`config.mk`:
```
export PLATFORM = sky130hd
export DESIGN_NAME = memoryStage
export DESIGN_NICKNAME = d
export VERILOG_FILES = /design/src/procPkg.sv /design/src/memoryStage.sv
export SDC_FILE = /design/constraint.sdc
export NUM_CORES = 2
export LEC_CHECK = 0
export BUFFER_PORTS_ARGS = -buffer_cell sky130_fd_sc_hd__buf_2
export CORE_ASPECT_RATIO = 1.1
export CORE_UTILIZATION = 60
export DETAILED_ROUTE_END_ITERATION = 8
export PLACE_DENSITY_LB_ADDON = 0.1
export SLEW_MARGIN = 10
export SYNTH_ARGS = -nofsm -noshare
export SYNTH_HDL_FRONTEND = slang
export SYNTH_SLANG_ARGS = --single-unit
```
`constraint.sdc`:
```
create_clock -name clk -period 4.1 [get_ports clk]
set_input_delay 0.205 -clock clk [delete_from_list [all_inputs] [get_ports clk]]
set_output_delay 0.205 -clock clk [all_outputs]
set_load 0.05 [all_outputs]
```
`src/procPkg.sv`:
```
package procPkg;

   localparam int dataWidth = 16;
   localparam int memDepth = 256;
   localparam int addrWidth = $clog2(memDepth);
   localparam int regAddrWidth = 3;

   // APB byte addresses, each memory window spans 1 KB
   localparam logic [11:0] ctrlAddr = 12'h000;
   localparam logic [11:0] statusAddr = 12'h004;
   localparam logic [11:0] imemBase = 12'h400;
   localparam logic [11:0] dmemBase = 12'h800;

   // codes 9 to 14 are illegal
   typedef enum logic [3:0] {
      opAdd  = 4'd0,
      opSub  = 4'd1,
      opAnd  = 4'd2,
      opXor  = 4'd3,
      opAddi = 4'd4,
      opLbi  = 4'd5,
      opLd   = 4'd6,
      opSt   = 4'd7,
      opBeqz = 4'd8,
      opHalt = 4'd15
   } opcodeT;

   typedef struct packed {
      opcodeT opcode;
      logic [regAddrWidth-1:0] rd;
      logic [regAddrWidth-1:0] rs;
      logic [regAddrWidth-1:0] rt;
      logic [2:0] spare;
   } rTypeT;

   typedef struct packed {
      opcodeT opcode;
      logic [regAddrWidth-1:0] rd;
      logic [regAddrWidth-1:0] rs;
      logic signed [5:0] imm;
   } iTypeT;

   typedef struct packed {
      opcodeT opcode;
      logic [regAddrWidth-1:0] rd;
      logic signed [8:0] imm;
   } lTypeT;

   // one instruction word, three ways to read its fields
   typedef union packed {
      rTypeT rType;
      iTypeT iType;
      lTypeT lType;
   } instrT;

   typedef struct packed {
      logic valid;
      logic [addrWidth-1:0] pc;
      instrT instr;
   } ifIdT;

   typedef struct packed {
      logic valid;
      opcodeT op;
      logic [regAddrWidth-1:0] rd;
      logic [regAddrWidth-1:0] rs;
      logic [regAddrWidth-1:0] rt;
      logic [dataWidth-1:0] srcA;
      logic [dataWidth-1:0] srcB;
      logic [dataWidth-1:0] imm;
      logic regWrite;
      logic memRead;
      logic memWrite;
      logic branch;
      logic halt;
      logic [addrWidth-1:0] pc;
   } idExT;

   typedef struct packed {
      logic valid;
      logic [regAddrWidth-1:0] rd;
      logic [dataWidth-1:0] result;
      logic [dataWidth-1:0] storeData;
      logic regWrite;
      logic memRead;
      logic memWrite;
      logic halt;
   } exMemT;

   typedef struct packed {
      logic valid;
      logic [regAddrWidth-1:0] rd;
      logic [dataWidth-1:0] wbData;
      logic regWrite;
      logic halt;
      logic err;
   } memWbT;

   typedef struct packed {
      logic [addrWidth-1:0] addr;
      logic [dataWidth-1:0] wdata;
      logic imemWe;
      logic dmemWe;
   } hostReqT;

endpackage

```
`src/memoryStage.sv`:
```
module memoryStage (
   input  logic clk,
   input  logic rstN,
   input  logic run,
   input  procPkg::exMemT exMem,
   input  procPkg::hostReqT host,
   output logic [procPkg::dataWidth-1:0] hostRdata,
   output procPkg::memWbT memWb
);
   import procPkg::*;

   logic [dataWidth-1:0] dmem [memDepth];
   logic [addrWidth-1:0] addr;
   logic [dataWidth-1:0] wdata;
   logic [dataWidth-1:0] rdata;
   logic we;
   logic kill;
   memWbT nxt;

   // a halt in writeback squashes the instruction behind it
   assign kill = memWb.valid && memWb.halt;

   // the host owns the port whenever the core is stopped
   assign addr = run ? exMem.result[addrWidth-1:0] : host.addr;
   assign wdata = run ? exMem.storeData : host.wdata;
   assign we = run ? (exMem.valid && exMem.memWrite && !kill) : host.dmemWe;

   always_ff @(posedge clk) begin
      if (we) begin
         dmem[addr] <= wdata;
      end
   end

   assign rdata = dmem[addr];
   assign hostRdata = rdata;

   always_comb begin
      nxt.valid = run && exMem.valid && !kill;
      nxt.rd = exMem.rd;
      nxt.wbData = exMem.memRead ? rdata : exMem.result;
      nxt.regWrite = exMem.regWrite;
      nxt.halt = exMem.halt;
      nxt.err = exMem.halt && exMem.result[0];
   end

   always_ff @(posedge clk or negedge rstN) begin
      if (!rstN) begin
         memWb <= '0;
      end else begin
         memWb <= nxt;
      end
   end

endmodule

```
---- Word-level counts from Yosys, hierarchy flattened ----
Memories as Yosys holds them, arrays and structs flattened.
Index checks and enable logic that the tools add are counted.
operators by class
  muxes and demuxes ....................... 6
  reductions and logical operators ........ 7
operators with widths
  kind                count
  two-way mux 16 bit  2
  two-way mux 8 bit   1
  logical AND 1 bit   6
  two-way mux 1 bit   3
  zero test 1 bit     1
storage, ports and cells
  flip-flop bits (word level) ............. 23
  logic and storage cells ................. 20
  input bits .............................. 69
  memories ................................ 1
  output and inout bits ................... 39
  RAM bits ................................ 4096
memories
  name  depth  bits a word  rd ports  clocked after Yosys merged registers in  write ports  line               source
  dmem  256    16           1         0                                        1            memoryStage.sv:12  logic [dataWidth-1:0] dmem [memDepth];

---- Longest topological paths before layout ----
  word-level depth ........................ 6
  gate-level depth with buffers ........... 13
  mapped depth without buffers ............ 7

---- Least setup slack after synthesis ----
No wires, ideal clock.
  path kind ............................... input to register
  start ................................... input port run
  end ..................................... memory dmem[0][10] (data pin)
  path buffers ............................ 6
  data arrival time ....................... 3336 ps
  setup time .............................. 556 ps
  data required time ...................... 3544 ps
  slack ................................... 208 ps
  cell stages on the path ................. 7
  path through ............................ buf_6 > buf_6 > buf_2 > clkbuf_1 > buf_2 > buf_1 > mux2_2
on the way
  longest elaborated chain between the ends .. 1
RTL lines
  what                line               source
  start, declared     memoryStage.sv:4   input logic run,
  two-way mux 16 bit  memoryStage.sv:25  assign wdata = run ? exMem.storeData : host.wdata;
  via wdata[10]       memoryStage.sv:14  logic [dataWidth-1:0] wdata;
  end, declared       memoryStage.sv:12
The timed path passes the listed nets, and every way through them passes these cells.

---- Worst setup path after layout ----
  start ................................... memory dmem[135][13]
  end ..................................... output port hostRdata[13] (netlist name)
on the way
  longest elaborated chain between the ends .. 1
RTL lines
  what                        line              source
  memory read (256 x 16 bit)  n/a
  end, declared               memoryStage.sv:7  output logic [procPkg::dataWidth-1:0] hostRdata,
No other way between the ends.

==> run summary <==
After synthesis the netlist holds a flip-flop and latch count of 4,119. The worst setup path is captured at an output pin. For this run, the register share of the synthesized area comes to 73.67%. The CTS H-tree depth is 5. The number of buffers added on ports came out at 106.

The kind of critical path was flip-flop to output pin. The gate family responsible for the most delay along the worst path was compound AO/OA/AOI/OAI gates. VDD sags by at most 0.4895 mV.

At the worst endpoint, the required time is 3.89 ns. The initialized floorplan defines 203 standard-cell rows. Once the floorplan was initialized, standard cells occupied 60.31% of the core.

The final layout contains 10.94k nets. Hold is met by 0.07811 ns. Clock latency on the worst-skew pair, taken at its later pin, is 0.95 ns. The total clock sinks is 4,119, and the average size of a mapped cell is 16.67 µm². By area the synthesized netlist is led by sky130_fd_sc_hd__edfxtp_1, sky130_fd_sc_hd__a21boi_0, sky130_fd_sc_hd__o41ai_1. The run gives 36.75% as the total routing resource utilization after global routing. The dominant cell by count in the synthesized netlist was sky130_fd_sc_hd__edfxtp_1. Final count of pins violating max slew: 0. The tools report the least setup slack across all paths after layout as -0.1029 ns. The run gives 0 as the yosys synthesis warning count.

For the worst setup path, the data arrival time is 4.00 ns. The initial detailed-routing violation count was 15.69k; the worst setup timing slack at the placement stage was -1.104 ns. Summed over all layers, the routed wires come to 521,500 µm. In the synthesized netlist the dominant register cell turns out to be sky130_fd_sc_hd__edfxtp_1. The placeable core area is 0.2781 mm².

Among all stages on the critical path, the largest delay is contributed by sky130_fd_sc_hd__o41ai_1. The mapped netlist covers 0.1677 mm². After synthesis, the largest area contributor takes up 73.32% of total cell area. The number of flops mapped to enable cells by yosys came out at 4,096. The die covers 0.2817 mm². The final reports fail on setup timing. In this run the worst path has a maximum fanout of 2. Count of placed standard cells in the final layout, fillers left out: 14.92k. Setup repair after global routing could not meet its margin everywhere.

In this run, placement finished with an instance count of 14.10k. After layout, the minimum clock period comes to 4.203 ns. Fill cells in the final layout number 17.52k. The post-CTS clock slew at the launch and capture registers of the worst setup and hold paths works out to 0.07 ns. The synthesized design spends more area on one cell type than any other, namely sky130_fd_sc_hd__edfxtp_1.

The number of buffers created by CTS came out at 403. Summing the areas of all compound-gate instances in the mapped netlist gives 18.39% of the synthesized area. The tools report the root buffer cell as sky130_fd_sc_hd__clkbuf_16. The run gives 102.5k as the via count of the first global-routing pass.

Between clock sinks in the finished design, the worst skew comes to 0.04426 ns. The share of synthesized cell area in and, or, nand and nor gates was 2.180%; the xor/xnor share of the synthesized area was 0%. The netlist uses 43 different library cells.

The mux share of post-synthesis cell area came out at 3.669%. For the aggregate global routing overflow, the log shows 0. The commonest cells after synthesis are sky130_fd_sc_hd__edfxtp_1, sky130_fd_sc_hd__a21boi_0, sky130_fd_sc_hd__clkbuf_1, sky130_fd_sc_hd__o41ai_1, sky130_fd_sc_hd__nor2_1. In this run the cell area measured after placement is 0.1809 mm². Routed via count divided by cell count: 7.026. Combinational family with the most area after synthesis: compound AO/OA/AOI/OAI gates. For this run, the top clock speed supported by timing is 237.9 MHz. For this design the ratio of total power to cell area is 458.6 mW/mm². The adder-cell share of the synthesized area is 0%.

The relative max-transition margin was 17.04%. The routed layout has 104.8k vias. The worst hold path belongs to the class input pin to flip-flop. Entering global routing, the biggest net connects 153 pins. The clock passes through at most 4 buffers.

The logs give 0 for the count of unresolved DRC violations after routing and 5 for the total setup violations reported at the end of the flow. Compared with the post-synthesis result, the final layout area differs by 16.75%. At the end of routability-driven placement, the weighted congestion stood at 0.9257. The fraction of final layout cells sized beyond drive strength 1 was 20.43%; the proportion of synthesized flip-flops having asynchronous set or reset was 0.5584%. The number of buffers and inverters on the critical path is 3.

The final hold violation count is 0, and the number of antenna violations at the first check in global routing is 25. The max-capacitance violation count came out at 0. For the pin with the worst max-slew slack, the measured transition is 1.244 ns.

Detailed placement ended at an HPWL of 319,000 µm. TritonCTS built the clock tree. The top-level I/O count was 108; the net count after synthesis was 10.13k. After detailed routing, the average wire length per cell comes to 34.96 µm.

The count of nets left with antenna violations once routing finished came out at 0. Chip width: 506.1 µm. Counting stages on the worst path, the most repeated cell is sky130_fd_sc_hd__buf_4. The run finished, with violations left. Cell area after layout: 0.1958 mm². The run gives 742,200 µm as the global-route wire length before repair. The floorplan step set the die height to 556.6 µm. Walking the worst path, the cells encountered are a21boi_0 > o41ai_1 > a41oi_2 > nor4_4 > buf_4 > nand4_1 > buf_4 > buf_2. Before antenna repair, the detailed router went through 9 iterations.

The cell count after synthesis came out at 10.06k. In this run the static leakage power is 62.45 nW. The tools report the critical path startpoint category as a flip-flop. In this design, the stage delay of the slowest critical-path cell is 0.72 ns. The fraction of the cycle the final worst path needs came out at 102.5%.
==> state kept, by name, indices dropped and copies added, names as in the netlist <==
register,count
memWb,23
dmem,4096
==> metal layers <==
layer	vias up	global-route usage (%)	part of all wire, %
met5	-	0	0.013
met4	8	19.65	6.0
met3	1215	6.946	11
met2	7068	56.36	46
met1	53580	50.40	37
li1	42930	-	-
==> metrics by stage <==
| stage | utilization (%) | setup TNS [ns] | total power [mW] |
|---|---|---|---|
| 3_3_place_gp | 65.04 | -9.924 | 52.94 |
| 4_1_cts | 70.29 | -0.01858 | 89.80 |
| 3_5_place_dp | 65.04 | -10.65 | 53.06 |
| 6_report | 70.42 | -0.2222 | 89.82 |
| 5_1_grt | 70.41 | -0.1780 | 91.66 |
| 2_1_floorplan | - | 0 | 50.36 |
==> cell families after synthesis <==
| kind of cell | count (synthesis) |
|---|---|
| flip-flops | 4119 |
| AO/OA/AOI/OAI | 4006 |
| buffers and inverters | 885 |
| AND/OR/NAND/NOR | 762 |
| multiplexers | 290 |
==> area by class of cell <==
class	count	area, µm²	share of cell area, %
clock buffer	468	10390	5.307
multi-input combinational	5058	42020	21.45
inverter	4	15.01	0.007667
timing repair buffer	1283	12360	6.310
tap	3690	4617	2.357
antenna	20	50.05	0.02556
sequential	4119	123600	63.10
clock inverter	273	2818	1.439
==> worst reg2reg max path: cells and delay by family (launching register included) <==
kind	cells	cell delay [ns]
buffers and inverters	3	0.98
muxes	1	0.25
and+or+nand+nor	3	1.56
DFF	1	0.35
AOI/OAI and AO/OA	2	0.50
==> cell usage in the layout, fill, tap and decap left out, drive strengths merged, types with 11 or more instances in the layout <==
cell type       n
a2111oi        45
clkinv        192
nand4         151
dlygate4sd3    40
mux2           33
a222oi         47
a41oi          76
nand3b         12
a22oi          39
a22o           19
diode          20
inv            11
clkbuf        469
clkinvlp       22
a211o          18
nor4           61
edfxtp       4096
nor2          261
bufinv         52
or3b           12
o21ai         178
dfrtp          23
and2           22
a21boi       2847
buf          1236
o41ai         681
o2111ai        47
nand2         208
mux4          256
==> power breakdown <==
part           internal (mW)  switching (mW)
combinational           1.67            4.03
sequential              46.7          0.0423
clock                   21.4            15.9
==> what timing repair did <==
action                     in CTS  in global routing
setup buffers                   6                  4
setup endpoints to repair      17                 15
cloned                          6                  1
hold buffers                   42                  0
pin swaps                      21                 11
hold endpoints to repair       77                  0
resized for setup             115                 39
==> final timing paths <==
check | from | to | slack, ns | cells past startpoint
worst min-delay path | exMem[33] | memWb[16] | 0.08 | 3
worst max-delay path | dmem[135][13] | hostRdata[13] | -0.10 | 8
max in group asynchronous | rstN | memWb[0] | 3.49 | 4
min in group asynchronous | rstN | memWb[9] | 0.39 | 4
worst max register to register | dmem[183][12] | memWb[15] | 0.35 | 9
worst min register to register | memWb[22] | memWb[22] | 0.46 | 1
No activity file was read; power rests on OpenSTA's default activity.
