### src/procPkg.sv
package procPkg;

   localparam int dataWidth = 16;
   localparam int memDepth = 256;
   localparam int addrWidth = $clog2(memDepth);
   localparam int regAddrWidth = 3;

   // APB byte addresses, each memory window spans 1 KB
   localparam logic [11:0] ctrlAddr = 12'h000;
   localparam logic [11:0] statusAddr = 12'h004;
   localparam logic [11:0] imemBase = 12'h400;
   localparam logic [11:0] dmemBase = 12'h800;

   // codes 9 to 14 are illegal
   typedef enum logic [3:0] {
      opAdd  = 4'd0,
      opSub  = 4'd1,
      opAnd  = 4'd2,
      opXor  = 4'd3,
      opAddi = 4'd4,
      opLbi  = 4'd5,
      opLd   = 4'd6,
      opSt   = 4'd7,
      opBeqz = 4'd8,
      opHalt = 4'd15
   } opcodeT;

   typedef struct packed {
      opcodeT opcode;
      logic [regAddrWidth-1:0] rd;
      logic [regAddrWidth-1:0] rs;
      logic [regAddrWidth-1:0] rt;
      logic [2:0] spare;
   } rTypeT;

   typedef struct packed {
      opcodeT opcode;
      logic [regAddrWidth-1:0] rd;
      logic [regAddrWidth-1:0] rs;
      logic signed [5:0] imm;
   } iTypeT;

   typedef struct packed {
      opcodeT opcode;
      logic [regAddrWidth-1:0] rd;
      logic signed [8:0] imm;
   } lTypeT;

   // one instruction word, three ways to read its fields
   typedef union packed {
      rTypeT rType;
      iTypeT iType;
      lTypeT lType;
   } instrT;

   typedef struct packed {
      logic valid;
      logic [addrWidth-1:0] pc;
      instrT instr;
   } ifIdT;

   typedef struct packed {
      logic valid;
      opcodeT op;
      logic [regAddrWidth-1:0] rd;
      logic [regAddrWidth-1:0] rs;
      logic [regAddrWidth-1:0] rt;
      logic [dataWidth-1:0] srcA;
      logic [dataWidth-1:0] srcB;
      logic [dataWidth-1:0] imm;
      logic regWrite;
      logic memRead;
      logic memWrite;
      logic branch;
      logic halt;
      logic [addrWidth-1:0] pc;
   } idExT;

   typedef struct packed {
      logic valid;
      logic [regAddrWidth-1:0] rd;
      logic [dataWidth-1:0] result;
      logic [dataWidth-1:0] storeData;
      logic regWrite;
      logic memRead;
      logic memWrite;
      logic halt;
   } exMemT;

   typedef struct packed {
      logic valid;
      logic [regAddrWidth-1:0] rd;
      logic [dataWidth-1:0] wbData;
      logic regWrite;
      logic halt;
      logic err;
   } memWbT;

   typedef struct packed {
      logic [addrWidth-1:0] addr;
      logic [dataWidth-1:0] wdata;
      logic imemWe;
      logic dmemWe;
   } hostReqT;

endpackage

### src/executeStage.sv
module executeStage (
   input  logic clk,
   input  logic rstN,
   input  logic run,
   input  procPkg::idExT idEx,
   output procPkg::exMemT exMem,
   input  procPkg::memWbT memWb,
   output logic redirect,
   output logic [procPkg::addrWidth-1:0] target
);
   import procPkg::*;

   logic [dataWidth-1:0] opA;
   logic [dataWidth-1:0] opB;
   logic [dataWidth-1:0] result;
   exMemT nxt;

   // youngest producer wins, so memory is checked after writeback
   function automatic logic [dataWidth-1:0] forward(
      input logic [regAddrWidth-1:0] r,
      input logic [dataWidth-1:0] regVal,
      input exMemT m,
      input memWbT w
   );
      logic [dataWidth-1:0] v;
      v = regVal;
      if (w.valid && w.regWrite && w.rd == r) begin
         v = w.wbData;
      end
      if (m.valid && m.regWrite && !m.memRead && m.rd == r) begin
         v = m.result;
      end
      return v;
   endfunction

   assign opA = forward(idEx.rs, idEx.srcA, exMem, memWb);
   assign opB = forward(idEx.rt, idEx.srcB, exMem, memWb);

   always_comb begin
      case (idEx.op)
         opAdd: result = opA + opB;
         opSub: result = opA - opB;
         opAnd: result = opA & opB;
         opXor: result = opA ^ opB;
         opAddi, opLd, opSt: result = opA + idEx.imm;
         opLbi: result = idEx.imm;
         // halting instructions carry their error flag in bit 0
         default: result = dataWidth'(idEx.op != opHalt);
      endcase
   end

   assign redirect = run && idEx.valid && idEx.branch && opB == '0;
   assign target = idEx.pc + 1'b1 + idEx.imm[addrWidth-1:0];

   always_comb begin
      nxt.valid = run && idEx.valid;
      nxt.rd = idEx.rd;
      nxt.result = result;
      nxt.storeData = opB;
      nxt.regWrite = idEx.regWrite;
      nxt.memRead = idEx.memRead;
      nxt.memWrite = idEx.memWrite;
      nxt.halt = idEx.halt;
   end

   always_ff @(posedge clk or negedge rstN) begin
      if (!rstN) begin
         exMem <= '0;
      end else begin
         exMem <= nxt;
      end
   end

   // a taken branch must also empty decode on the following cycle
   assert property (@(posedge clk) disable iff (!rstN) redirect |=> !idEx.valid);

endmodule

### config.mk
export PLATFORM = sky130hd
export DESIGN_NAME = executeStage
export DESIGN_NICKNAME = d
export VERILOG_FILES = /design/src/procPkg.sv /design/src/executeStage.sv
export SDC_FILE = /design/constraint.sdc
export NUM_CORES = 1
export LEC_CHECK = 0
export BUFFER_PORTS_ARGS = -buffer_cell sky130_fd_sc_hd__buf_2
export CORE_UTILIZATION = 35
export DETAILED_ROUTE_END_ITERATION = 10
export GPL_TIMING_DRIVEN = 0
export PLACE_DENSITY = 0.61
export SETUP_SLACK_MARGIN = 0.2
export SYNTH_ARGS = -nofsm -noshare
export SYNTH_HDL_FRONTEND = slang
export SYNTH_SLANG_ARGS = --single-unit
### constraint.sdc
create_clock -name clk -period 4.55 [get_ports clk]
set_input_delay 0.6825 -clock clk [delete_from_list [all_inputs] [get_ports clk]]
set_output_delay 0.6825 -clock clk [all_outputs]
set_load 0.005 [all_outputs]
Word-level counts from Yosys, hierarchy flattened. Cells that the tools add are included.

Bits in registers: 40. Latch bits: 0. Bits in writable memories: 0. Bits in read-only memories: 0. Output and inout port bits: 49. Word-level logic and storage cells: 46. Memories kept: 0.

Add/sub/neg operators: 5. $mul: 0. Divide/modulo/power cells: 0. Order comparisons: 0. Equal/unequal tests: 12. Shift-type cells: 0. Mux-type cells: 5. Bitwise operators: 2. Reductions and logical operators: 14.

Operators by type and width (count): 16-bit case mux with 6 select lines (1); 16-bit two-way mux (4); 16-bit adder (2); 16-bit AND (1); 4-bit by 3-bit == test with 1-bit output, second input constant (4); 16-bit logical NOT (1); 16-bit subtractor (1); 16-bit XOR (1); 3-bit == test (4); 1-bit logical AND (10); 8-bit by 1-bit adder with 8-bit output, second input constant (1); 8-bit adder (1); 4-bit by 2-bit == test with 1-bit output, second input constant (2); 4-bit by 1-bit == test with 1-bit output, second input constant (1); 4-bit logical NOT (1); 4-bit != test, second input constant (1); 3-bit OR reduction (1); 1-bit logical NOT (1).

Longest topological paths before layout.
Depth in word-level cells: 6. Mapped depth: 20.

Worst setup path before layout. Ideal clock, no wire load.

Path kind: input port to flip-flop. Start: in idEx[63] (netlist name). End: reg exMem[34] (netlist name). Setup time: 138 ps. Data arrival time: 4699 ps. Data required time: 4412 ps. Setup slack: -288 ps. Cell stages on the path: 20. Path through: xor2_1 -> nor4_2 -> clkbuf_1 -> buf_2 -> buf_2 -> nor2_1 -> a21oi_1 -> xor2_1 -> o221ai_1 -> fa_1 -> a21o_1 -> a21o_1 -> a21o_1 -> a21oi_1 -> o21a_1 -> o21a_1 -> a21oi_1 -> a21oi_1 -> xor2_1 -> o21ai_0.

RTL lines: from (decl) (line executeStage.sv:5) `input procPkg::idExT idEx,`; to (signal assigned) (line executeStage.sv:70) `exMem <= nxt;`; to (decl) (line executeStage.sv:6) `output procPkg::exMemT exMem,`.

Worst setup path in the final report.
Start: in idEx[63] (netlist name). End: out redirect.

Cells in the longest elaborated chain, start to end: 6. Elaborated cells between the ends (all ways): 8.

RTL lines: 3-bit == test (line executeStage.sv:27) `if (w.valid && w.regWrite && w.rd == r) begin`; 1-bit logical AND (line executeStage.sv:27); 16-bit two-way mux (line executeStage.sv:27); 16-bit two-way mux * (line executeStage.sv:30) `if (m.valid && m.regWrite && !m.memRead && m.rd == r) begin`; 16-bit logical NOT * (line executeStage.sv:52) `assign redirect = run && idEx.valid && idEx.branch && opB == '0;`; 1-bit logical AND * (line executeStage.sv:52); to (decl) (line executeStage.sv:8) `output logic redirect,`.

Every way passes the cells marked *; elsewhere a longest branch is shown, timed or not.

==> flow_summary.toml <==
[critical_path]
delay_contributed_by_the_slowest_stage_of_the_critical_path_ns = 0.58
rr_worst_depth = 18
timing.rr.end = "exMem[34]"
cp-startpoint = "idEx[63]"
critical_path.endpoint_type = "primary output"
timing.critical_path.required_ns = 3.87
timing.critical_path.arrival_ns = 3.57
crit_path_max_fanout = 7
worst_setup_path_category = "input port to primary output"
cp_slowest_cell = "or4_4"
ff2ff_setup_slack_ns = 0.44
cell_by_cell_trace_of_the_critical_path = "buf_2, xor2_1, or4_4, or4_4, o31ai_4, buf_4, nand4_4, nor2_4, nand2_1, nor3_1, nand2b_1, nor3_1, buf_2"
critical_path.reg2reg.startpoint = "exMem[38]"
critical_path.startpoint_type = "input port"

[final_layout]
area_growth_syn_to_layout_pct = 40.1
final_core_util_pct = 50.6
layout_common_cells = "147 x buf_2, 43 x nand2_1, 40 x o21ai_0, 40 x dfrtp_1, 34 x ha_1"
largest_register_ffs = 40
largest-register = "exMem"
post_route_cells_drive_above_1_share_pct = 36.7
fillers = 1035
finalNetCount = 773
layout_commonest_cell = "buf_2"
largest_registers = "exMem x40"
num_antenna_cells = 0

[power_and_ir_drop]
leakagePower_nw = 2.51
powerDensity_nw_per_um2 = 250
p_total_mw = 1.38
vdd_drop_max_uv = 177

[global_routing]
grt_use_total_pct = 24.2
grt_start_max_net_pins = 41
global_route.overflow_total = 0
number_of_antenna_violations_at_the_first_check_in_global_routing = 0
grt_pass1_vias = 4080
grt_first_pass_wirelength_um = 21500

[floorplan]
die_x_um = 108
rows = 38
die_h_um = 108
io_pins = 150
initial_core_utilization_pct = 36.1
design.die.area_sq_um = 11700
coreArea_sq_um = 10900

[clock_tree]
numClockSinks = 40
clk_latency_ns = 0.29
clock_tree.buffer_depth = 2
tritoncts = "built"
cts-hold-fix-buffers = 0
worst_setup_hold_path_clk_slew_ns = 0.07
cts_root_buffer = "clkbuf_16"
num_cts_buffers = 5
h-tree-depth = 2

[synthesis]
portion_of_synthesized_cell_area_occupied_by_the_leading_cell_type_pct = 25.3
yosysUniqueCellTypes = 58
async_flop_share_pct = 100
syn_area_per_cell_sq_um = 8.76
postSynthNetCount = 590
synthCells = 451
post_synth_instance_area_sq_um = 3950
ys_seq_elements = 40
count_of_flip_flops_with_a_built_in_enable_after_synthesis = 0
synth_ff_type = "dfrtp_1"
synthTopCellsByArea = "dfrtp_1 25%, ha_1 11%, mux2i_1 8.4%, xor2_1 6.6%, o21ai_0 6.2%"
synth_sequential_area_ratio_pct = 25.3
ys.warnings.count = 0
yosysTopAreaCell = "dfrtp_1"

[sta]
worst_tran_pin_value_ns = 1.33
setup-violations-final = 0
rsz0062_at_grt = "yes"
timing.fmax_ghz = 0.235
fin_crit_sh_pct = 93.5
final_setup_skew_ns = 0.00496
timing.slew.headroom_pct = 9.79
fin_crit_ns = 4.25
finalHoldViolCount = 0
slew_viol_final = 0

[placed_design]
gp_congestion = 0.891
detailed_place_hpwl_um = 10900
place.port_buffers = 147

[route]
initialDrtViolationCount = 346
post_drt_via_cell_ratio = 5.61
routed-wl-met3_um = 1000
route.detailed.wl_per_inst_um = 18.8
wl_um = 14600
wl_met2_um = 6960
dr.max_layer_used = "met4"
wl_met1_um = 6280
postRouteAntennaNets = 0
count_of_vias_placed_by_the_detailed_router = 4344
drt_drc_violations_left = 0
firstDrtPassIters = 6

[worst_hold_path]
min_to = "exMem[0]"
hold_path_startpoint = "idEx[8]"
timing.hold.worst.class = "input port to flop"
hold_path_depth = 1

[flow_run]
maxCapViolations = 0

[run_status]
status = "complete, no violations"
## synthesized netlist by cell type, drive strengths merged (2+ instances only)
| master | instances |
|---|---|
| nand3 | 4 |
| a222oi | 14 |
| dfrtp | 40 |
| xor2 | 30 |
| nor2b | 2 |
| o211ai | 3 |
| xnor2 | 11 |
| or4 | 3 |
| o221ai | 2 |
| a21o | 5 |
| o31ai | 5 |
| nand2 | 43 |
| a211oi | 3 |
| inv | 17 |
| a22oi | 9 |
| o2bb2ai | 2 |
| nor2 | 21 |
| o21ai | 57 |
| and2 | 4 |
| mux2 | 3 |
| nand4 | 2 |
| mux2i | 33 |
| o21bai | 4 |
| ha | 36 |
| buf | 4 |
| nor3 | 11 |
| fa | 2 |
| nand2b | 9 |
| nor4 | 6 |
| o21a | 5 |
| nor3b | 2 |
| a221o | 3 |
| a31oi | 2 |
| clkbuf | 14 |
| a21oi | 28 |
## per-layer routing
layer / vias to the layer above / GRT usage, %
met5: - / 0
li1: 2065 / -
met3: 23 / 2.77
met4: 0 / 6.18
met2: 175 / 41.3
met1: 2081 / 32.4
## critical path: cells and delay by family
family | cells | cell delay, ns
and+or+nand+nor | 8 | 2.16
xor gates and xnor gates | 1 | 0.19
AOI/OAI and AO/OA | 1 | 0.11
buffers and inverters | 3 | 0.44
## final cells by class
type                       count  area [sq um]  area share (%)
timing repair buffer         176           985            17.8
buffer                        18           144            2.60
multi-input combinational    376          3000            54.2
clock inverter                 3          42.5           0.768
tap                          140           175            3.16
sequential                    40          1000            18.1
inverter                      17          63.8            1.15
clock buffer                   5           125            2.26
## power breakdown
part	internal (mW)	leakage (nW)	switching [mW]
clock network	0.258	0.0798	0.160
registers	0.394	0.487	0.0326
logic	0.249	1.94	0.291
## per-stage QoR
| stage | std cells | instance area [sq um] | hold slack (ns) | setup slack (ns) | TNS [ns] |
|---|---|---|---|---|---|
| floorplan | 451 | 4030 | 0.387 | 0.217 | 0 |
| global placement | 738 | 4940 | 0.630 | -0.607 | -3.67 |
| detailed placement | 738 | 4940 | 0.625 | -0.671 | -4.26 |
| CTS | 759 | 5260 | 0.497 | 0.186 | 0 |
| global route | 775 | 5540 | 0.492 | 0.121 | 0 |
| finish | 775 | 5540 | 0.498 | 0.297 | 0 |
## worst max-delay path by stage
stage | slack [ns] | end | depth (start not counted)
4_1_cts | 0.19 | exMem[34] | 18
6_report | 0.30 | redirect | 13
5_1_grt | 0.12 | exMem[35] | 19
2_1_floorplan | 0.22 | exMem[34] | 19
3_5_place_dp | -0.67 | exMem[34] | 20
3_3_place_gp | -0.61 | exMem[34] | 20
## logic make-up (layout without fill, tap and decap cells)
logic type                 Yosys count  after routing  synth area share (%)
adders and majority gates           38             38                  12.4
and+or+nand+nor                    114            114                  16.0
xor gates and xnor gates            41             41                  9.09
muxes                               36             36                  9.21
AOI/OAI and AO/OA                  147            147                  24.4
buffers and inverters               35            219                  3.51
DFF                                 40             40                  25.3
## what timing repair did
action                     CTS  global route
gates cloned                 0             0
pin swaps                    6            26
buffers inserted            13            16
resized for setup           13            38
setup endpoints to repair   11             6
Note: power is estimated with default switching activity, not from simulation.
