**config.mk**
```make
export PLATFORM = sky130hd
export DESIGN_NAME = apbHost
export DESIGN_NICKNAME = d
export VERILOG_FILES = /design/src/procPkg.sv /design/src/apbHost.sv
export SDC_FILE = /design/constraint.sdc
export NUM_CORES = 1
export LEC_CHECK = 0
export BUFFER_PORTS_ARGS = -buffer_cell sky130_fd_sc_hd__buf_2
export CORE_AREA = 2 2 57 59
export CTS_CLUSTER_SIZE = 25
export DETAILED_ROUTE_END_ITERATION = 8
export DIE_AREA = 0 0 59 61
export PLACE_DENSITY = 0.93
export SLEW_MARGIN = 15
export SYNTH_ARGS = -nofsm -noshare
export SYNTH_HDL_FRONTEND = slang
export SYNTH_SLANG_ARGS = --single-unit
```
**constraint.sdc**
```tcl
create_clock -name clk -period 5.1 [get_ports clk]
set_clock_uncertainty 0.1 [all_clocks]
set_input_delay 1.53 -clock clk [delete_from_list [all_inputs] [get_ports clk]]
set_output_delay 1.53 -clock clk [all_outputs]
set_load 0.05 [all_outputs]
```
**src/procPkg.sv**
```systemverilog
package procPkg;

   localparam int dataWidth = 16;
   localparam int memDepth = 256;
   localparam int addrWidth = $clog2(memDepth);
   localparam int regAddrWidth = 3;

   // APB byte addresses, each memory window spans 1 KB
   localparam logic [11:0] ctrlAddr = 12'h000;
   localparam logic [11:0] statusAddr = 12'h004;
   localparam logic [11:0] imemBase = 12'h400;
   localparam logic [11:0] dmemBase = 12'h800;

   // codes 9 to 14 are illegal
   typedef enum logic [3:0] {
      opAdd  = 4'd0,
      opSub  = 4'd1,
      opAnd  = 4'd2,
      opXor  = 4'd3,
      opAddi = 4'd4,
      opLbi  = 4'd5,
      opLd   = 4'd6,
      opSt   = 4'd7,
      opBeqz = 4'd8,
      opHalt = 4'd15
   } opcodeT;

   typedef struct packed {
      opcodeT opcode;
      logic [regAddrWidth-1:0] rd;
      logic [regAddrWidth-1:0] rs;
      logic [regAddrWidth-1:0] rt;
      logic [2:0] spare;
   } rTypeT;

   typedef struct packed {
      opcodeT opcode;
      logic [regAddrWidth-1:0] rd;
      logic [regAddrWidth-1:0] rs;
      logic signed [5:0] imm;
   } iTypeT;

   typedef struct packed {
      opcodeT opcode;
      logic [regAddrWidth-1:0] rd;
      logic signed [8:0] imm;
   } lTypeT;

   // one instruction word, three ways to read its fields
   typedef union packed {
      rTypeT rType;
      iTypeT iType;
      lTypeT lType;
   } instrT;

   typedef struct packed {
      logic valid;
      logic [addrWidth-1:0] pc;
      instrT instr;
   } ifIdT;

   typedef struct packed {
      logic valid;
      opcodeT op;
      logic [regAddrWidth-1:0] rd;
      logic [regAddrWidth-1:0] rs;
      logic [regAddrWidth-1:0] rt;
      logic [dataWidth-1:0] srcA;
      logic [dataWidth-1:0] srcB;
      logic [dataWidth-1:0] imm;
      logic regWrite;
      logic memRead;
      logic memWrite;
      logic branch;
      logic halt;
      logic [addrWidth-1:0] pc;
   } idExT;

   typedef struct packed {
      logic valid;
      logic [regAddrWidth-1:0] rd;
      logic [dataWidth-1:0] result;
      logic [dataWidth-1:0] storeData;
      logic regWrite;
      logic memRead;
      logic memWrite;
      logic halt;
   } exMemT;

   typedef struct packed {
      logic valid;
      logic [regAddrWidth-1:0] rd;
      logic [dataWidth-1:0] wbData;
      logic regWrite;
      logic halt;
      logic err;
   } memWbT;

   typedef struct packed {
      logic [addrWidth-1:0] addr;
      logic [dataWidth-1:0] wdata;
      logic imemWe;
      logic dmemWe;
   } hostReqT;

endpackage

```
**src/apbHost.sv**
```systemverilog
module apbHost (
   input  logic clk,
   input  logic rstN,
   input  logic [11:0] paddr,
   input  logic psel,
   input  logic penable,
   input  logic pwrite,
   input  logic [31:0] pwdata,
   output logic [31:0] prdata,
   output logic pready,
   output logic pslverr,
   input  procPkg::memWbT memWb,
   input  logic [procPkg::dataWidth-1:0] hostRdata,
   output procPkg::hostReqT host,
   output logic run,
   output logic start
);
   import procPkg::*;

   logic running;
   logic halted;
   logic errFlag;
   logic startPulse;
   logic access;
   logic inImem;
   logic inDmem;
   logic isCtrl;
   logic isStatus;

   assign access = psel && penable;
   assign inImem = paddr[11:10] == imemBase[11:10];
   assign inDmem = paddr[11:10] == dmemBase[11:10];
   assign isCtrl = paddr == ctrlAddr;
   assign isStatus = paddr == statusAddr;

   // memory windows are closed while the core runs
   assign pslverr = access && (((inImem || inDmem) && running) ||
                               !(inImem || inDmem || isCtrl || isStatus));
   assign pready = 1'b1;

   always_comb begin
      host.addr = paddr[addrWidth+1:2];
      host.wdata = pwdata[dataWidth-1:0];
      host.imemWe = access && pwrite && inImem && !running;
      host.dmemWe = access && pwrite && inDmem && !running;
   end

   // imem window is write only and reads back as zero
   always_comb begin
      prdata = '0;
      if (isStatus) begin
         prdata[2:0] = {errFlag, halted, running};
      end else if (inDmem && !running) begin
         prdata[dataWidth-1:0] = hostRdata;
      end
   end

   always_ff @(posedge clk or negedge rstN) begin
      if (!rstN) begin
         running <= 1'b0;
         halted <= 1'b0;
         errFlag <= 1'b0;
         startPulse <= 1'b0;
      end else begin
         startPulse <= 1'b0;
         if (running && memWb.valid && memWb.halt) begin
            running <= 1'b0;
            halted <= 1'b1;
            errFlag <= memWb.err;
         end else if (!running && access && pwrite && isCtrl && pwdata[0]) begin
            running <= 1'b1;
            halted <= 1'b0;
            errFlag <= 1'b0;
            startPulse <= 1'b1;
         end
      end
   end

   assign run = running;
   assign start = startPulse;

   assert property (@(posedge clk) disable iff (!rstN)
      psel && penable |-> $past(psel && !penable));

endmodule

```
# Yosys cells after proc, flatten, opt, wreduce, memory -nomap -nowiden
# Cells that the tools add are included.
# Widths: inputs -> output; s select.
classes:
  multipliers: 0
  muxes: 10
  shift: 0
  div_mod_pow: 0
  n_reduce_logical: 23
  order_cmp: 0
  n_eq_ne: 3
  bitwise_logic: 0
  addsub: 0
ops:
  columns: ["op", "count"]
  rows:
  - ["$mux 16", 1]
  - ["$logic_and 1x1->1", 15]
  - ["$mux 13", 1]
  - ["$eq 12x3->1 const B", 1]
  - ["$logic_not 12->1", 1]
  - ["$mux 1", 7]
  - ["$logic_or 1x1->1", 4]
  - ["$mux 3", 1]
  - ["$eq 2x1->1 const B", 1]
  - ["$eq 2x2->1 const B", 1]
  - ["$logic_not 1->1", 2]
  - ["$reduce_bool 2->1", 1]
word_totals:
  mem_bits_rw: 0
  latch_bits: 0
  romBits: 0
  n_memories: 0
  ff_bits: 4
  elab_cells: 40

# Depth between registers and ports, before layout
# Gate-level depths: netlist (run 1).
depth:
  depth_word: 7
  ltp_mapped: 6

# Least setup slack after synthesis (run 1)
# No wires, ideal clock.
synth_path:
  path_type: "input port to output port"
  start: "input port paddr[10]"
  end: "output port prdata[0]"
  stages: 5
  n_path_buf: 0
  setup_slack_ns: 0.424
  t_arrival_ns: 3.046
  cell_sequence: "inv_1 -> ha_1 -> nor4b_4 -> nand4_1 -> mux2i_1"
synth_between:
  elab_chain_len: 4
synth_rtl:
  columns: ["element", "line", "text"]
  rows:
  - ["start, declared", "apbHost.sv:4", "input logic [11:0] paddr,"]
  - ["$eq 2x2->1", "apbHost.sv:32", "assign inDmem = paddr[11:10] == dmemBase[11:10];"]
  - ["$logic_and 1x1->1", "apbHost.sv:53", "end else if (inDmem && !running) begin"]
  - ["$mux 16", "apbHost.sv:53", null]
  - ["$mux 3 (*)", "apbHost.sv:51", "if (isStatus) begin"]
  - ["end, declared", "apbHost.sv:9", "output logic [31:0] prdata,"]
# Every way passes the cells marked *; elsewhere a longest branch is shown, timed or not.

# Worst setup path after layout (run 1)
layout_path:
  start: "input port paddr[10]"
  end: "output port prdata[12]"
layout_between:
  elab_chain_len: 4
layout_rtl:
  columns: ["element", "line"]
  rows:
  - ["$eq 2x2->1", "apbHost.sv:32"]
  - ["$logic_and 1x1->1", "apbHost.sv:53"]
  - ["$mux 16", "apbHost.sv:53"]
  - ["$mux 13 (*)", "apbHost.sv:51"]
# Marks and branches as above.

==> impl_metrics.csv, run 1 <==
group,metric,value,unit
outcome,outcome,"completed",
routing,via_per_inst,4.21,
yosys,async_reset_ff_frac,1.00,
sta,grt_setup_unrepaired,"false",
sta,finalWorstSetupSlack,0.447,ns
cells_and_area,area.sequential,100,um^2
floorplan,die-height,61,um
placement,io_buffer_count,66,
global_route,maximum_number_of_pins_on_one_net_before_global_route_repair,14,
setup_path,max_stage_delay,0.35,ns
routing,vias,720,
clock_tree,root_buffer,"sky130_fd_sc_hd__clkbuf_4",
sta,worst-slew-pin-transition,0.548,ns
pwr,static-leakage-power,0.601,nW
yosys,synth_warnings,0,
cells_and_area,num_antenna_cells,0,
clock_tree,cts_resized,0,
pwr,vdd_ir_drop_max,0.0000851,V
yosys,synth_area_leader_cell,"sky130_fd_sc_hd__buf_4",
floorplan,core_area,2950,um^2
yosys,ys_seq_area_frac,0.123,
routing,initialDrtViolationCount,21,
cells_and_area,finalNetCount,231,
flow_run,maxcap_viol_count,0,
floorplan,die_area,3600,um^2
yosys,synthTopCellsByArea,"sky130_fd_sc_hd__buf_4 38%, sky130_fd_sc_hd__dfrtp_1 12%, sky130_fd_sc_hd__and2_4 11%",
min_path,hold_path_class,"reg2reg",
setup_path,crit_path_end_kind,"primary output",
floorplan,io_pins,150,
setup_path,timing.critical_path.arrival,3.02,ns
yosys,synth-seq-cells,4,
cells_and_area,multi_input_area,429,um^2
clock_tree,clock_insertion_delay_worst_skew,0.23,ns
routing,routed_wl,1.93,mm
placement,placement.setup.worst_slack,0.423,ns
placement,finalWeightedCongestion,0.656,
yosys,postSynthCellCount,96,
setup_path,timing.critical_path.max_delay_family,"simple AND/OR/NAND/NOR gates",
routing,avgRoutedWirePerCell,11.3,um
yosys,synth_ff_type,"sky130_fd_sc_hd__dfrtp_1",
global_route,grt.overflow.total,0,
yosys,synth_top_family_by_area,"buffers and inverters",
floorplan,die_w,59,um
cells_and_area,synthToLayoutAreaGrowth,16.1,%
pwr,cellPowerDensity,182,nW/um^2
clock_tree,tritoncts,"done",
setup_path,worst_ep_required_time,3.47,ns
routing,route.antenna.remaining_nets,0,
yosys,post_synth_instance_area,815,um^2
clock_tree,numClockSinks,4,
setup_path,path_buf_inv,3,
pwr,power.combinational.fraction,0.591,
routing,drc_errors,0,
global_route,grt_antenna_before_repair,0,
pwr,design_power_total,0.172,mW
floorplan,num_rows,20,
pwr,p_sw,0.0898,mW
pwr,clockPowerShare,0.223,
sta,finalSetupViolCount,0,
sta,maxClockFrequency,215,MHz
global_route,grt_pass1_vias,654,
sta,finalCriticalPeriod,4.65,ns
yosys,synth.area.mux_share,0.0492,
yosys,post_synth_num_cell_types,25,
cells_and_area,fillCellCount,312,
placement,hpwl_after_dpl,1.80,mm
setup_path,worst-setup-path-type,"in2out",
clock_tree,cts_setup_buffers,0,
cells_and_area,layout_commonest_cell,"sky130_fd_sc_hd__buf_2",
routing,highest-signal-layer,"met4",
sta,timing.max_slew.rel_slack,0.635,
yosys,synth_adder_area_share,0.0461,
clock_tree,cts_made_buffers,3,
clock_tree,path_clk_slew,0.03,ns
global_route,grt_pass1_wl,2.75,mm
global_route,grt_total_usage,0.104,
yosys,synth_simple_gate_area_frac,0.304,
yosys,synth-compound-area-share,0.0492,
yosys,syn_avg_cell_area,8.48,um^2
yosys,post_synth_edffs,0,
routing,drt-pass1-iter-count,2,
pwr,cell_internal_pwr,0.0825,mW
pwr,power.share.sequential,0.186,
setup_path,crit_top_cell,"sky130_fd_sc_hd__buf_2",
cells_and_area,final_cell_mix,"66 x sky130_fd_sc_hd__buf_2, 17 x sky130_fd_sc_hd__conb_1, 10 x sky130_fd_sc_hd__and2_4",
sta,setup-tns-final,0,ns
clock_tree,cts_hold_buffers,0,
setup_path,path_cells,"buf_2, inv_1, ha_1, nor4b_4, a41oi_2, and2_2, buf_2",
routing,dr_wl_met3,393,um
setup_path,cpMaxStageDelayCell,"sky130_fd_sc_hd__a41oi_2",
setup_path,critical_path_startpoint_category,"input pin",
sta,timing_hold_violations_final,0,
floorplan,start_util,0.276,
routing,route.layer.met1.wl,570,um
yosys,synth_xor_xnor_area_share,0,
setup_path,timing.critical_path.fanout_max,13,
routing,wl_met2,938,um
sta,timing.final.crit_share,0.912,
pwr,power_switching_share,0.521,
clock_tree,cts_buffer_depth,2,
clock_tree,cts_htree_levels,1,
cells_and_area,layout-drive-gt1-share,0.623,
yosys,synth_top_cell_area_share,0.378,
sta,final-max-slew-violation-count,0,
-- Yosys cell counts, types with 2 or more instances --
library cell and number:
sky130_fd_sc_hd__and2_2 3, sky130_fd_sc_hd__and2_4 10, sky130_fd_sc_hd__buf_4 41, sky130_fd_sc_hd__conb_1 2, sky130_fd_sc_hd__dfrtp_1 4, sky130_fd_sc_hd__ha_1 3
sky130_fd_sc_hd__inv_1 6, sky130_fd_sc_hd__mux2i_1 4, sky130_fd_sc_hd__nand2_1 3, sky130_fd_sc_hd__nand3_1 2, sky130_fd_sc_hd__nand4_1 2, sky130_fd_sc_hd__nor2_1 3
-- sequential cells by signal, indices dropped and copies added, names as in the netlist --
signal and cells:
errFlag 1, halted 1, run 1, start 1
-- stage by stage --
step	utilization	hold slack (ns)	cell area, um^2	cells
after global placement	0.313	0.404	923	168
after floorplan	-	0.389	871	111
after detailed placement	0.313	0.432	923	168
final	0.320	0.430	946	171
after global routing	0.320	0.451	946	171
after CTS	0.320	0.441	946	171
-- power groups by stage --
| stage | Sequential [mW] | Combinational [mW] | Clock [mW] |
|---|---|---|---|
| after floorplan | 0.0324 | 0.123 | 0 |
| after global placement | 0.0324 | 0.101 | 0 |
| after detailed placement | 0.0324 | 0.102 | 0 |
| after CTS | 0.0320 | 0.103 | 0.0387 |
| after global routing | 0.0320 | 0.107 | 0.0412 |
| final | 0.0320 | 0.102 | 0.0384 |
-- cell families (layout without fill, tap and decap cells) --
group / Yosys count / count (layout)
simple gates: 31 / 31
fa+ha+maj: 3 / 3
flops: 4 / 4
mux: 4 / 4
compound gates: 4 / 4
buf+inv: 48 / 75
other cells: 2 / 17
-- worst paths after layout --
| path | start | to | slack, ns | depth (start not counted) |
|---|---|---|---|---|
| min | errFlag | errFlag | 0.43 | 2 |
| max in group asynchronous | rstN | errFlag | 3.79 | 1 |
| min in group asynchronous | rstN | run | 0.99 | 1 |
| min reg2reg | errFlag | errFlag | 0.43 | 2 |
| max reg2reg | run | run | 3.77 | 3 |
| max | paddr[10] | prdata[12] | 0.45 | 7 |
-- metal layers --
| layer | track usage | vias to the layer above |
|---|---|---|
| li1 | - | 338 |
| met1 | 0.0793 | 313 |
| met2 | 0.197 | 63 |
| met3 | 0.0746 | 6 |
| met4 | 0.0455 | 0 |
| met5 | 0 | - |
-- cell type report --
class	instances	share of cell area
tap	33	0.0437
clock buffer	3	0.0238
inverter	6	0.0238
timing repair buffer	66	0.349
sequential	4	0.106
multi-input combinational	59	0.454
-- worst min-delay path: cells and delay by family, from the launching register on --
kind	cells	cell delay [ns]
flops	1	0.34
mux	1	0.07
simple gates	1	0.08
Power figures use the tool's default switching activity.
==> run 2: changes to the inputs <==
Settings changed: CELL_PAD_IN_SITES_DETAIL_PLACEMENT from default to 1, CELL_PAD_IN_SITES_GLOBAL_PLACEMENT from default to 2, CORE_AREA 2 2 57 59 to default, CORE_UTILIZATION from default to 11, DIE_AREA 0 0 59 61 to default, PLACE_DENSITY 0.93 to 0.94, REMOVE_ABC_BUFFERS from default to 1.
==> run 2 against run 1 <==
  * Utilization down 18 points
  * Sequential power about the same
  * Die area up 120%
  * Count of clock-buffer cells in the layout unchanged
  * Flip-flop and latch count unchanged
  * Non-clock buffer count unchanged
  * Fmax down 1.9%
  * Global-route usage down 2.8 points
  * Combinational power about the same
  * Final cell count up 39%
  * Clock power up 67%
  * Largest cell class unchanged
==> impl_metrics.csv, run 2 (same netlist as run 1, synthesis figures left out) <==
group,metric,value,unit
floorplan,die_area,7750,um^2
min_path,min_to,"errFlag",
setup_path,timing.critical_path.fanout_max,13,
floorplan,core_area,7210,um^2
placement,io_buffer_count,66,
global_route,grt_pass1_vias,744,
setup_path,crit_path_end_kind,"primary output",
pwr,static-leakage-power,0.609,nW
placement,finalWeightedCongestion,0.613,
sta,finalSetupViolCount,0,
setup_path,worst-r2r-cell-count,3,
routing,vias,745,
global_route,grt_antenna_before_repair,0,
clock_tree,cts_htree_levels,1,
cells_and_area,final_cell_mix,"66 x sky130_fd_sc_hd__buf_2, 17 x sky130_fd_sc_hd__conb_1, 10 x sky130_fd_sc_hd__and2_4",
routing,initialDrtViolationCount,11,
cells_and_area,final_cell_area,1050,um^2
sta,timing.max_slew.rel_slack,0.576,
floorplan,die-height,88.1,um
setup_path,timing.critical_path.arrival,3.12,ns
sta,timing.final.crit_share,0.930,
clock_tree,cts_made_buffers,3,
floorplan,io_pins,150,
setup_path,regToRegSetupSlack,3.71,ns
clock_tree,tritoncts,"done",
floorplan,die_w,88.1,um
sta,finalWorstSetupSlack,0.355,ns
pwr,cellPowerDensity,191,nW/um^2
setup_path,worst_ep_required_time,3.47,ns
setup_path,destination_of_the_worst_register_to_register_timing_path,"run",
cells_and_area,fillCellCount,903,
sta,finalCriticalPeriod,4.75,ns
clock_tree,root_buffer,"sky130_fd_sc_hd__clkbuf_8",
routing,avgRoutedWirePerCell,12.5,um
cells_and_area,synthToLayoutAreaGrowth,28.6,%
sta,final-max-slew-violation-count,0,
sta,timing_hold_violations_final,0,
global_route,grt_total_usage,0.0759,
clock_tree,numClockSinks,4,
floorplan,num_rows,31,
sta,setup-tns-final,0,ns
setup_path,worst-setup-path-type,"in2out",
clock_tree,cts_resized,0,
sta,maxClockFrequency,211,MHz
min_path,number_of_instances_on_the_worst_hold_path,2,
cells_and_area,num_antenna_cells,0,
sta,worst-slew-pin-transition,0.637,ns
pwr,design_power_total,0.200,mW
routing,routed_wl,2.96,mm
clock_tree,path_clk_slew,0.03,ns
clock_tree,cts_buffer_depth,2,
clock_tree,clock_insertion_delay_worst_skew,0.21,ns
routing,via_per_inst,3.14,
cells_and_area,layout_commonest_cell,"sky130_fd_sc_hd__buf_2",
global_route,grt_pass1_wl,4.08,mm
flow_run,maxcap_viol_count,0,
min_path,worst_hold_startpoint,"errFlag",
pwr,vdd_ir_drop_max,0.0000388,V
placement,placement.setup.worst_slack,0.291,ns
cells_and_area,finalNetCount,231,
routing,drt-pass1-iter-count,2,
setup_path,critical_path_startpoint_category,"input pin",
outcome,outcome,"completed",
routing,route.antenna.remaining_nets,0,
placement,placed_area,1010,um^2
global_route,maximum_number_of_pins_on_one_net_before_global_route_repair,14,
sta,grt_setup_unrepaired,"false",
clock_tree,cts_hold_buffers,0,
min_path,hold_path_class,"reg2reg",
floorplan,start_util,0.113,
global_route,grt.overflow.total,0,
cells_and_area,layout-drive-gt1-share,0.623,
routing,drc_errors,0,
setup_path,worstReg2RegStart,"run",
placement,hpwl_after_dpl,2.72,mm
clock_tree,cts_setup_buffers,0,
-- run 2: per-layer routing --
metal,wire length [um],vias up,track usage
met5,59,-,0.0584
met4,20,2,0.0220
met3,522,4,0.0613
met2,1140,73,0.0980
met1,1220,330,0.0891
li1,-,336,-
-- run 2: area by class of cell --
cell class / count / area [um^2] / area share
Multi-Input combinational cell: 59 / 429 / 0.410
Inverter: 6 / 22.5 / 0.0215
Tap cell: 99 / 124 / 0.118
Timing Repair Buffer: 66 / 330 / 0.315
Clock buffer: 3 / 41.3 / 0.0394
Sequential cell: 4 / 100 / 0.0956
-- run 2: worst max-delay path, stage by stage --
cell and delay (ns):
sky130_fd_sc_hd__buf_2 0.11, sky130_fd_sc_hd__inv_1 0.07, sky130_fd_sc_hd__ha_1 0.15, sky130_fd_sc_hd__nor4b_4 0.30, sky130_fd_sc_hd__a41oi_2 0.40, sky130_fd_sc_hd__and2_2 0.34
sky130_fd_sc_hd__buf_2 0.20
-- run 2: worst max path at each step --
stage | startpoint | end | slack [ns] | cells past startpoint
2_1_floorplan | paddr[10] | prdata[0] | 0.42 | 5
4_1_cts | paddr[10] | prdata[15] | 0.30 | 7
3_5_place_dp | paddr[10] | prdata[12] | 0.29 | 7
6_report | paddr[10] | prdata[12] | 0.35 | 7
5_1_grt | paddr[10] | prdata[15] | 0.20 | 7
3_3_place_gp | paddr[10] | prdata[12] | 0.33 | 7
-- run 2: power by group --
group	switching [mW]	internal (mW)
sequential	0.0000482	0.0320
clock	0.0142	0.0501
combinational	0.0790	0.0244
total	0.0932	0.107
-- run 2: through the flow --
stage | instances | utilization | hold WS (ns)
after floorplan | 69 | - | 0.389
after global placement | 234 | 0.139 | 0.432
after detailed placement | 234 | 0.139 | 0.437
after CTS | 237 | 0.145 | 0.449
after global routing | 237 | 0.145 | 0.506
final | 237 | 0.145 | 0.445
